**src/hdl/sata_prim_pkg.sv**
```systemverilog
// SATA line encoding constants
// dword and control-flag types, 8b/10b symbols and the primitives used in bring-up

`default_nettype none

package sata_prim_pkg;

    // ------------------------------
    // basic types
    // ------------------------------
    typedef logic [31:0] dword_t;   // one transmit or receive dword
    typedef logic [3:0]  kflag_t;   // control flag per byte, bit 0 = lowest byte
    typedef logic [7:0]  symbol_t;  // one decoded 8b/10b character

    // ------------------------------
    // 8b/10b characters
    // ------------------------------
    localparam symbol_t K28_5 = 8'hBC;  // comma, leads ALIGN
    localparam symbol_t K28_3 = 8'h7C;  // leads every other primitive
    localparam symbol_t D10_2 = 8'h4A;
    localparam symbol_t D27_3 = 8'h7B;
    localparam symbol_t D21_4 = 8'h95;
    localparam symbol_t D21_5 = 8'hB5;

    // ------------------------------
    // primitives, first byte in the low lane
    // ------------------------------
    localparam dword_t ALIGN_PRIM = {D27_3, D10_2, D10_2, K28_5};
    localparam dword_t SYNC_PRIM  = {D21_5, D21_5, D21_4, K28_3};

    // dial pattern, plain data with no control char
    localparam dword_t DIAL_DATA  = {4{D10_2}};

    // primitives only ever carry K in byte 0
    localparam kflag_t KFLAG_PRIM = 4'b0001;
    localparam kflag_t KFLAG_DATA = 4'b0000;

endpackage : sata_prim_pkg

`default_nettype wire

```
**src/hdl/sata_link_pkg.sv**
```systemverilog
// SATA link bring-up types
// generation codes, FSM states, transmit modes and the port bundles

`default_nettype none

package sata_link_pkg;

    import sata_prim_pkg::*;

    // generation code, same encoding as the transceiver reconfig port
    typedef logic [1:0] sata_gen_t;

    localparam sata_gen_t GEN_NONE = 2'd0;
    localparam sata_gen_t GEN1     = 2'd1;  // 1.5 Gb/s
    localparam sata_gen_t GEN2     = 2'd2;  // 3.0 Gb/s
    localparam sata_gen_t GEN3     = 2'd3;  // 6.0 Gb/s

    // ------------------------------
    // bring-up FSM
    // ------------------------------
    typedef enum logic [3:0] {
        st_idle,
        st_send_comreset,
        st_hold_comreset,   // OOB coder still busy
        st_wait_cominit,
        st_send_comwake,
        st_hold_comwake,
        st_wait_comwake,
        st_wait_oobfinish,
        st_dial,            // D10.2 until the device answers with ALIGN
        st_request_recfg,
        st_wait_recfg,
        st_send_align,
        st_link_ready
    } link_state_t;

    // what the output stage puts on the line
    typedef enum logic [1:0] {
        TXM_IDLE,
        TXM_DIAL,
        TXM_ALIGN,
        TXM_READY
    } tx_mode_t;

    // ------------------------------
    // port bundles
    // ------------------------------
    typedef struct packed {
        dword_t     data;
        kflag_t     k;
        logic [3:0] syncstatus;     // word sync per byte lane
        logic       signaldetect;
    } rx_word_t;

    typedef struct packed {
        logic cominit;
        logic comwake;
        logic oobfinish;
    } oob_rx_t;

    typedef struct packed {
        logic comreset;
        logic comwake;
    } oob_cmd_t;

    typedef struct packed {
        logic is_align;
        logic is_sync;
        logic healthy;  // signal present and all lanes in sync
    } rx_class_t;

    typedef struct packed {
        logic      request;
        sata_gen_t target;
    } recfg_t;

    typedef struct packed {
        dword_t data;
        kflag_t k;
    } tx_word_t;

endpackage : sata_link_pkg

`default_nettype wire

```
**src/hdl/sata_rx_prim_decoder.sv**
```systemverilog
// SATA receive primitive decoder
// classifies each received dword as ALIGN, SYNC or healthy, one cycle later

`timescale 1ns/1ns
`default_nettype none

module sata_rx_prim_decoder
    import sata_prim_pkg::*;
    import sata_link_pkg::*;
(
    input  wire logic tx_reset,     // clock
    input  wire logic tx_clk,       // async reset, active high
    input  wire rx_word_t  i_rx_word,
    output rx_class_t      o_rx_class
);

    // ------------------------------
    // combinational match
    // ------------------------------
    logic lanes_synced;
    logic k_is_prim;
    logic data_align;
    logic data_sync;

    assign lanes_synced = &i_rx_word.syncstatus;    // every byte lane locked
    assign k_is_prim    = (i_rx_word.k == KFLAG_PRIM);
    assign data_align   = (i_rx_word.data == ALIGN_PRIM);
    assign data_sync    = (i_rx_word.data == SYNC_PRIM);

    // ------------------------------
    // class register
    // ------------------------------
    always_ff @(posedge tx_reset or posedge tx_clk) begin
        if (tx_clk) begin
            o_rx_class <= '0;
        end else begin
            // ALIGN only counts once word sync is reached on all lanes
            o_rx_class.is_align <= data_align && k_is_prim && lanes_synced;
            o_rx_class.is_sync  <= data_sync && k_is_prim;
            o_rx_class.healthy  <= i_rx_word.signaldetect && lanes_synced;
        end
    end

    // ALIGN and SYNC patterns must stay distinct for the FSM to work
    a_align_sync_exclusive : assert property (
        @(posedge tx_reset) disable iff (tx_clk)
        !(o_rx_class.is_align && o_rx_class.is_sync)
    );

endmodule : sata_rx_prim_decoder

`default_nettype wire

```
**src/hdl/sata_link_fsm.sv**
```systemverilog
// SATA link bring-up FSM
// OOB handshake, dial and ALIGN exchange, timeouts and generation stepping
// all outputs registered from the next state

`timescale 1ns/1ns
`default_nettype none

module sata_link_fsm
    import sata_link_pkg::*;
#(
    parameter int unsigned TIMEOUT_CYCLES = 132000  // per-state wait limit
) (
    input  wire logic      tx_reset,        // clock
    input  wire logic      tx_clk,          // async reset, active high
    input  wire logic      i_locked_to_ref,
    input  wire oob_rx_t   i_oob_rx,
    input  wire logic      i_oob_sent,      // commanded burst finished
    input  wire rx_class_t i_rx_class,
    output oob_cmd_t       o_oob_cmd,
    output recfg_t         o_recfg,
    output tx_mode_t       o_tx_mode,
    output sata_gen_t      o_cur_gen
);

    localparam int unsigned CNT_W = $clog2(TIMEOUT_CYCLES + 1);

    link_state_t        state;
    link_state_t        state_next;
    logic [CNT_W-1:0]   timeout_cnt;
    logic               timed_state;
    logic               timed_out;

    // step down one generation, GEN1 wraps to GEN3
    function automatic sata_gen_t next_gen(input sata_gen_t gen);
        case (gen)
            GEN3:    return GEN2;
            GEN2:    return GEN1;
            default: return GEN3;
        endcase
    endfunction

    function automatic tx_mode_t mode_of(input link_state_t st);
        case (st)
            st_dial:       return TXM_DIAL;
            st_send_align: return TXM_ALIGN;
            st_link_ready: return TXM_READY;
            default:       return TXM_IDLE;
        endcase
    endfunction

    // ------------------------------
    // timeout counter
    // ------------------------------
    assign timed_state = state inside {st_wait_cominit, st_wait_comwake, st_wait_oobfinish,
                                       st_dial, st_wait_recfg, st_send_align};
    assign timed_out   = (timeout_cnt == CNT_W'(TIMEOUT_CYCLES));

    always_ff @(posedge tx_reset or posedge tx_clk) begin
        if (tx_clk) begin
            timeout_cnt <= '0;
        end else if ((state_next != state) || !timed_state) begin
            timeout_cnt <= '0;                  // restart on every state change
        end else begin
            timeout_cnt <= timeout_cnt + 1'b1;
        end
    end

    // ------------------------------
    // next state
    // ------------------------------
    always_comb begin
        state_next = state;
        case (state)
            st_idle: begin
                if (i_locked_to_ref) begin
                    state_next = st_send_comreset;
                end
            end
            st_send_comreset: state_next = st_hold_comreset;
            st_hold_comreset: begin
                if (i_oob_sent) begin
                    state_next = st_wait_cominit;
                end
            end
            st_wait_cominit: begin
                if (i_oob_rx.cominit) begin
                    state_next = st_send_comwake;
                end else if (timed_out) begin
                    state_next = st_idle;       // no device answered
                end
            end
            st_send_comwake: state_next = st_hold_comwake;
            st_hold_comwake: begin
                if (i_oob_sent) begin
                    state_next = st_wait_comwake;
                end
            end
            st_wait_comwake: begin
                if (i_oob_rx.comwake) begin
                    state_next = st_wait_oobfinish;
                end else if (timed_out) begin
                    state_next = st_idle;
                end
            end
            st_wait_oobfinish: begin
                if (i_oob_rx.oobfinish) begin
                    state_next = st_dial;
                end else if (timed_out) begin
                    state_next = st_idle;
                end
            end
            st_dial: begin
                if (i_rx_class.is_align) begin
                    state_next = st_send_align;
                end else if (timed_out) begin
                    state_next = st_request_recfg;  // speed not supported, fall back
                end
            end
            st_request_recfg: state_next = st_wait_recfg;
            st_wait_recfg: begin
                if (timed_out) begin
                    state_next = st_idle;       // transceiver settled, retry OOB
                end
            end
            st_send_align: begin
                if (i_rx_class.is_sync) begin
                    state_next = st_link_ready;
                end else if (timed_out) begin
                    state_next = st_idle;
                end
            end
            st_link_ready: begin
                if (!i_rx_class.healthy) begin
                    state_next = st_idle;       // lost signal or word sync
                end
            end
            default: state_next = st_idle;
        endcase
    end

    // ------------------------------
    // state and output registers
    // ------------------------------
    always_ff @(posedge tx_reset or posedge tx_clk) begin
        if (tx_clk) begin
            state     <= st_idle;
            o_oob_cmd <= '0;
            o_recfg   <= '0;
            o_tx_mode <= TXM_IDLE;
            o_cur_gen <= GEN3;      // always try the fastest rate first
        end else begin
            state              <= state_next;
            o_oob_cmd.comreset <= (state_next == st_send_comreset);
            o_oob_cmd.comwake  <= (state_next == st_send_comwake);
            o_recfg.request    <= (state_next == st_request_recfg);
            o_recfg.target     <= next_gen(o_cur_gen);  // valid with request
            o_tx_mode          <= mode_of(state_next);
            if (state == st_request_recfg) begin
                o_cur_gen <= next_gen(o_cur_gen);
            end
        end
    end

    // OOB commands are single-cycle strobes, hold states sit between them
    a_oob_cmd_single : assert property (
        @(posedge tx_reset) disable iff (tx_clk)
        (|o_oob_cmd) |=> !(|o_oob_cmd)
    );

endmodule : sata_link_fsm

`default_nettype wire

```
**src/hdl/sata_link_output.sv**
```systemverilog
// SATA transmit output stage
// dial and ALIGN insertion into transmit data, tx_ready, linkup and generation report

`timescale 1ns/1ns
`default_nettype none

module sata_link_output
    import sata_prim_pkg::*;
    import sata_link_pkg::*;
#(
    parameter int unsigned ALIGN_WINDOW = 256,  // dwords per ALIGN pair
    parameter int unsigned LINKUP_DELAY = 9     // settling cycles before linkup
) (
    input  wire logic      tx_reset,    // clock
    input  wire logic      tx_clk,      // async reset, active high
    input  wire tx_mode_t  i_tx_mode,
    input  wire sata_gen_t i_cur_gen,
    input  wire tx_word_t  i_tx_word,
    output tx_word_t       o_tx_word,
    output logic           o_tx_ready,
    output logic           o_linkup,
    output sata_gen_t      o_sata_gen
);

    localparam int unsigned WIN_W = $clog2(ALIGN_WINDOW);
    localparam int unsigned LNK_W = $clog2(LINKUP_DELAY + 1);

    logic [WIN_W-1:0] win_cnt;
    logic [LNK_W-1:0] linkup_cnt;
    logic             mode_ready;
    logic             align_slot;
    logic             link_settled;
    logic             pass_data;

    assign mode_ready   = (i_tx_mode == TXM_READY);
    assign align_slot   = mode_ready && (win_cnt < WIN_W'(2));  // first two of each window
    assign link_settled = (linkup_cnt == LNK_W'(LINKUP_DELAY));
    assign pass_data    = mode_ready && !align_slot && link_settled;

    // ------------------------------
    // counters
    // ------------------------------
    always_ff @(posedge tx_reset or posedge tx_clk) begin
        if (tx_clk) begin
            win_cnt    <= '0;
            linkup_cnt <= '0;
        end else if (mode_ready) begin
            if (win_cnt == WIN_W'(ALIGN_WINDOW - 1)) begin
                win_cnt <= '0;
            end else begin
                win_cnt <= win_cnt + 1'b1;
            end
            if (!link_settled) begin
                linkup_cnt <= linkup_cnt + 1'b1;    // saturates at LINKUP_DELAY
            end
        end else begin
            win_cnt    <= '0;
            linkup_cnt <= '0;
        end
    end

    // ------------------------------
    // transmit word and status
    // ------------------------------
    always_ff @(posedge tx_reset or posedge tx_clk) begin
        if (tx_clk) begin
            o_tx_word  <= '0;
            o_tx_ready <= 1'b0;
            o_linkup   <= 1'b0;
        end else begin
            if (i_tx_mode == TXM_DIAL) begin
                o_tx_word <= '{data: DIAL_DATA, k: KFLAG_DATA};
            end else if (pass_data) begin
                o_tx_word <= i_tx_word;
            end else begin
                o_tx_word <= '{data: ALIGN_PRIM, k: KFLAG_PRIM};    // idle, align phase, slots
            end
            o_tx_ready <= pass_data;        // marks user data in o_tx_word
            o_linkup   <= mode_ready && link_settled;
        end
    end

    // generation only reported with the link up
    assign o_sata_gen = o_linkup ? i_cur_gen : GEN_NONE;

    // user data never leaves before linkup is reported
    a_ready_needs_linkup : assert property (
        @(posedge tx_reset) disable iff (tx_clk)
        !o_linkup |-> !o_tx_ready
    );

endmodule : sata_link_output

`default_nettype wire

```
**src/hdl/sata_phy_ctrl_top.sv**
```systemverilog
// SATA PHY link controller top
// receive decoder, bring-up FSM and transmit output stage in one clock domain

`timescale 1ns/1ns
`default_nettype none

module sata_phy_ctrl_top
    import sata_link_pkg::*;
#(
    parameter int unsigned TIMEOUT_CYCLES = 132000, // 880 us at 150 MHz
    parameter int unsigned ALIGN_WINDOW   = 256,
    parameter int unsigned LINKUP_DELAY   = 9
) (
    input  wire logic      tx_reset,        // clock
    input  wire logic      tx_clk,          // async reset, active high
    // receive side
    input  wire rx_word_t  i_rx_word,
    input  wire logic      i_locked_to_ref,
    input  wire oob_rx_t   i_oob_rx,
    input  wire logic      i_oob_sent,
    // OOB coder and reconfig
    output oob_cmd_t       o_oob_cmd,
    output recfg_t         o_recfg,
    // transmit side
    input  wire tx_word_t  i_tx_word,
    output tx_word_t       o_tx_word,
    output logic           o_tx_ready,
    output logic           o_linkup,
    output sata_gen_t      o_sata_gen
);

    rx_class_t rx_class;    // decoder to FSM
    tx_mode_t  tx_mode;     // FSM to output stage
    sata_gen_t cur_gen;

    sata_rx_prim_decoder u_decode (
        .tx_reset   (tx_reset),
        .tx_clk     (tx_clk),
        .i_rx_word  (i_rx_word),
        .o_rx_class (rx_class)
    );

    sata_link_fsm #(
        .TIMEOUT_CYCLES (TIMEOUT_CYCLES)
    ) u_fsm (
        .tx_reset        (tx_reset),
        .tx_clk          (tx_clk),
        .i_locked_to_ref (i_locked_to_ref),
        .i_oob_rx        (i_oob_rx),
        .i_oob_sent      (i_oob_sent),
        .i_rx_class      (rx_class),
        .o_oob_cmd       (o_oob_cmd),
        .o_recfg         (o_recfg),
        .o_tx_mode       (tx_mode),
        .o_cur_gen       (cur_gen)
    );

    sata_link_output #(
        .ALIGN_WINDOW (ALIGN_WINDOW),
        .LINKUP_DELAY (LINKUP_DELAY)
    ) u_output (
        .tx_reset   (tx_reset),
        .tx_clk     (tx_clk),
        .i_tx_mode  (tx_mode),
        .i_cur_gen  (cur_gen),
        .i_tx_word  (i_tx_word),
        .o_tx_word  (o_tx_word),
        .o_tx_ready (o_tx_ready),
        .o_linkup   (o_linkup),
        .o_sata_gen (o_sata_gen)
    );

endmodule : sata_phy_ctrl_top

`default_nettype wire

```
**config.mk**
```make
export PLATFORM = sky130hd
export DESIGN_NAME = sata_phy_ctrl_top
export DESIGN_NICKNAME = d
export VERILOG_FILES = /design/src/hdl/sata_prim_pkg.sv /design/src/hdl/sata_link_pkg.sv /design/src/hdl/sata_rx_prim_decoder.sv /design/src/hdl/sata_link_fsm.sv /design/src/hdl/sata_link_output.sv /design/src/hdl/sata_phy_ctrl_top.sv
export SDC_FILE = /design/constraint.sdc
export NUM_CORES = 1
export LEC_CHECK = 0
export BUFFER_PORTS_ARGS = -buffer_cell sky130_fd_sc_hd__buf_2
export CAP_MARGIN = 20
export CORE_MARGIN = 2
export CORE_UTILIZATION = 53
export DETAILED_ROUTE_END_ITERATION = 6
export PLACE_DENSITY = 0.8
export SYNTH_ARGS = -nofsm -noshare
export SYNTH_HDL_FRONTEND = slang
export SYNTH_SLANG_ARGS = --single-unit
```
**constraint.sdc**
```tcl
create_clock -name tx_reset -period 7.29 [get_ports tx_reset]
set_clock_uncertainty 0.05 [all_clocks]
set_input_delay 1.0935 -clock tx_reset [delete_from_list [all_inputs] [get_ports tx_reset]]
set_output_delay 1.0935 -clock tx_reset [all_outputs]
set_load 0.005 [all_outputs]
```
==> qor.yml <==
fp.dieH_um: 90.3
power_frac_seq: 0.455
core_area_sq_um: 7210
yosysWarnings: 0
setup_viol: 0
nNetsFinal: 577
async_reset_ff_frac: 1.00
wl_per_cell_um: 14.0
cp.arrival_ns: 2.76
synth_top_area_cell: "dfrtp_1"
clkSlewWorstSetupHoldPaths_ns: 0.09
pin_count: 129
clock_latency_ns: 0.36
initial_utilization: 0.547
grt_antenna_before_repair: 0
drive_above_1_share: 0.331
dp_hpwl_um: 6060
dr.pass1.iters: 4
cts_sinks: 84
cts_hold_buf: 0
cts_resized: 0
regToRegSetupSlack_ns: 4.72
p_int_uw: 797
power.density_nw_per_um2: 254
hold_path_class: "reg2reg"
critical_path.top_delay_family: "simple AND/OR/NAND/NOR gates"
rows: 31
grt_max_degree: 85
htree_levels: 3
rsz0062_at_grt: "no"
yosysMostFrequentCell: "dfrtp_1"
fmax_ghz: 0.390
outcome: "complete, no violations"
synthesis.nets: 451
drv_slew: 0
finalHoldViolations: 0
required_ns: 7.49
multi_input_area_sq_um: 1700
path_cells: "inv_1 -> ha_1 -> nor4b_1 -> and4b_1 -> and3_1 -> or3_1 -> nor4_1"
critical_path_class: "reg2reg"
synth_area_per_cell_sq_um: 10.9
numCtsBuffers: 9
final_antenna_net_count: 0
yosys-top-cells-area: "dfrtp_1, xor2_1, and2_1, nand2b_1, nand3_1"
clk_path_buf_depth: 2
synth_top_cell_area_share: 0.520
nFillCells: 575
crit_fanout: 18
leakage_nw: 2.29
n_antenna_cell: 0
drc_errors: 0
regArea_sq_um: 2100
syn_area_sq_um: 3950
max_stage_delay_ns: 0.70
swShare: 0.356
slowest_stage: "or3_1"
synthDistinctLibCells: 51
synthCells: 362
end_kind: "register"
grt_pass1_wl_um: 14100
vdd_ir_drop_max_v: 0.000142
comb_power_share: 0.271
vias: 3184
cts_setup_buffers: 0
place.gp.congestion: 0.871
synth-main-ff-cell: "dfrtp_1"
route.final.wire_length_um: 8260
die_area_sq_um: 8150
power.total_mw: 1.24
fin_crit_ns: 2.57
slew_headroom: 0.464
setup_tns_ns: 0
root_buffer: "clkbuf_8"
drtIter0Drc: 105
drt-vias-per-instance: 5.38
p_switching_uw: 441
finalCritPeriodShare: 0.352
synth_common_cells: "dfrtp_1, nand2_1, and2_1"
path_buf_inv: 1
ys_seq_area_frac: 0.533
overflow: 0
worst_pin_slew_ns: 0.805
areaGrowthSynthToFinish_pct: 23.4
cts_tree: "done"
die_x_um: 90.3
port-buffer-count: 128
clockPowerShare: 0.274
grt_usage: 0.213
start_kind: "register"
synth_edf_count: 0
grt_pass1_vias: 3148
ys_ff_latch: 84
cap_violations: 0
## worst reg2reg max path, stage by stage, from the launching register on
cell,delay [ns]
dfrtp_1,0.43
inv_1,0.07
ha_1,0.19
nor4b_1,0.14
and4b_1,0.28
and3_1,0.20
or3_1,0.70
nor4_1,0.39
## power by group through the flow
stage | Clock (mW) | Sequential, mW | Combinational, mW
floorplan | 0 | 0.531 | 0.299
global placement | 0 | 0.572 | 0.323
detailed placement | 0 | 0.572 | 0.332
CTS | 0.349 | 0.563 | 0.333
global route | 0.370 | 0.575 | 0.370
finish | 0.339 | 0.563 | 0.335
## stage by stage
stage	instance area (sq um)	cells	hold WS [ns]	setup WS [ns]	util
finish	4870	592	0.434	4.72	0.675
global route	4870	592	0.447	4.54	0.675
CTS	4840	591	0.436	4.70	0.671
detailed placement	4640	575	0.415	4.39	0.643
global placement	4640	575	0.413	4.47	0.643
floorplan	3950	362	0.395	3.98	-
## layout make-up
| type | count | area share |
|---|---|---|
| sequential | 84 | 0.432 |
| multi-input combinational | 249 | 0.350 |
| timing repair buffer | 131 | 0.140 |
| clock buffer | 9 | 0.0254 |
| tap | 99 | 0.0254 |
| clock inverter | 7 | 0.0167 |
| inverter | 13 | 0.0103 |
## path summary, 6_finish.rpt
kind	startpoint	to	cells past startpoint
setup / recovery	u_fsm.timeout_cnt[0]$_DFF_PP0_	u_fsm.timeout_cnt[7]$_DFF_PP0_	7
hold reg to reg	u_fsm.o_cur_gen[1]$_DFFE_PP1P_	u_fsm.o_recfg[0]$_DFF_PP0_	1
setup reg to reg	u_fsm.timeout_cnt[0]$_DFF_PP0_	u_fsm.timeout_cnt[7]$_DFF_PP0_	7
hold / removal	u_fsm.o_cur_gen[1]$_DFFE_PP1P_	u_fsm.o_recfg[0]$_DFF_PP0_	1
min in group asynchronous	tx_clk	u_output.o_tx_word[1]$_DFF_PP0_	3
max in group asynchronous	tx_clk	u_fsm.o_cur_gen[0]$_DFFE_PP1P_	4
## state kept, by name, indices dropped and copies added (netlist names), 2 cells and up
| name | flops |
|---|---|
| u_decode.o_rx_class | 3 |
| u_output.o_tx_word | 36 |
| u_fsm.timeout_cnt | 18 |
| u_fsm.state | 4 |
| u_fsm.o_tx_mode | 2 |
| u_fsm.o_cur_gen | 2 |
| u_fsm.o_recfg | 3 |
| u_fsm.o_oob_cmd | 2 |
| u_output.win_cnt | 8 |
| u_output.linkup_cnt | 4 |
## cell usage in the layout (no fill, tap or decap), drive strengths merged, types with 3 or more instances in the layout
cell	synthesis	final
buf	11	131
dfrtp	82	82
nand2	22	22
and2	21	21
nand3	19	19
nor4	19	19
xor2	17	17
nor3	17	17
nand2b	16	16
nor2	16	16
inv	13	15
and3	11	11
o21a	9	9
clkbuf	5	9
xnor2	8	8
nor4bb	7	7
nor2b	6	6
a21oi	6	6
o21ai	5	5
nand4	5	5
ha	5	5
nor4b	4	4
and4	4	4
a211oi	3	3
nand4b	3	3
clkinv	0	3
## kinds of logic (layout without fill, tap and decap cells)
family,after synthesis,after routing,synth area share
compound gates,40,40,0.0755
flops,84,84,0.533
buf+inv,29,160,0.0352
xor+xnor,25,25,0.0555
simple gates,175,175,0.274
fa+ha+maj,5,5,0.0159
mux,4,4,0.0108
## layer usage
| layer | GRT usage | vias up | routed length (um) |
|---|---|---|---|
| li1 | - | 1546 | - |
| met1 | 0.269 | 1502 | 3440 |
| met2 | 0.357 | 123 | 4130 |
| met3 | 0.0476 | 13 | 526 |
| met4 | 0.0846 | 0 | 163 |
| met5 | 0 | - | 0 |
Power figures use the tool's default switching activity.
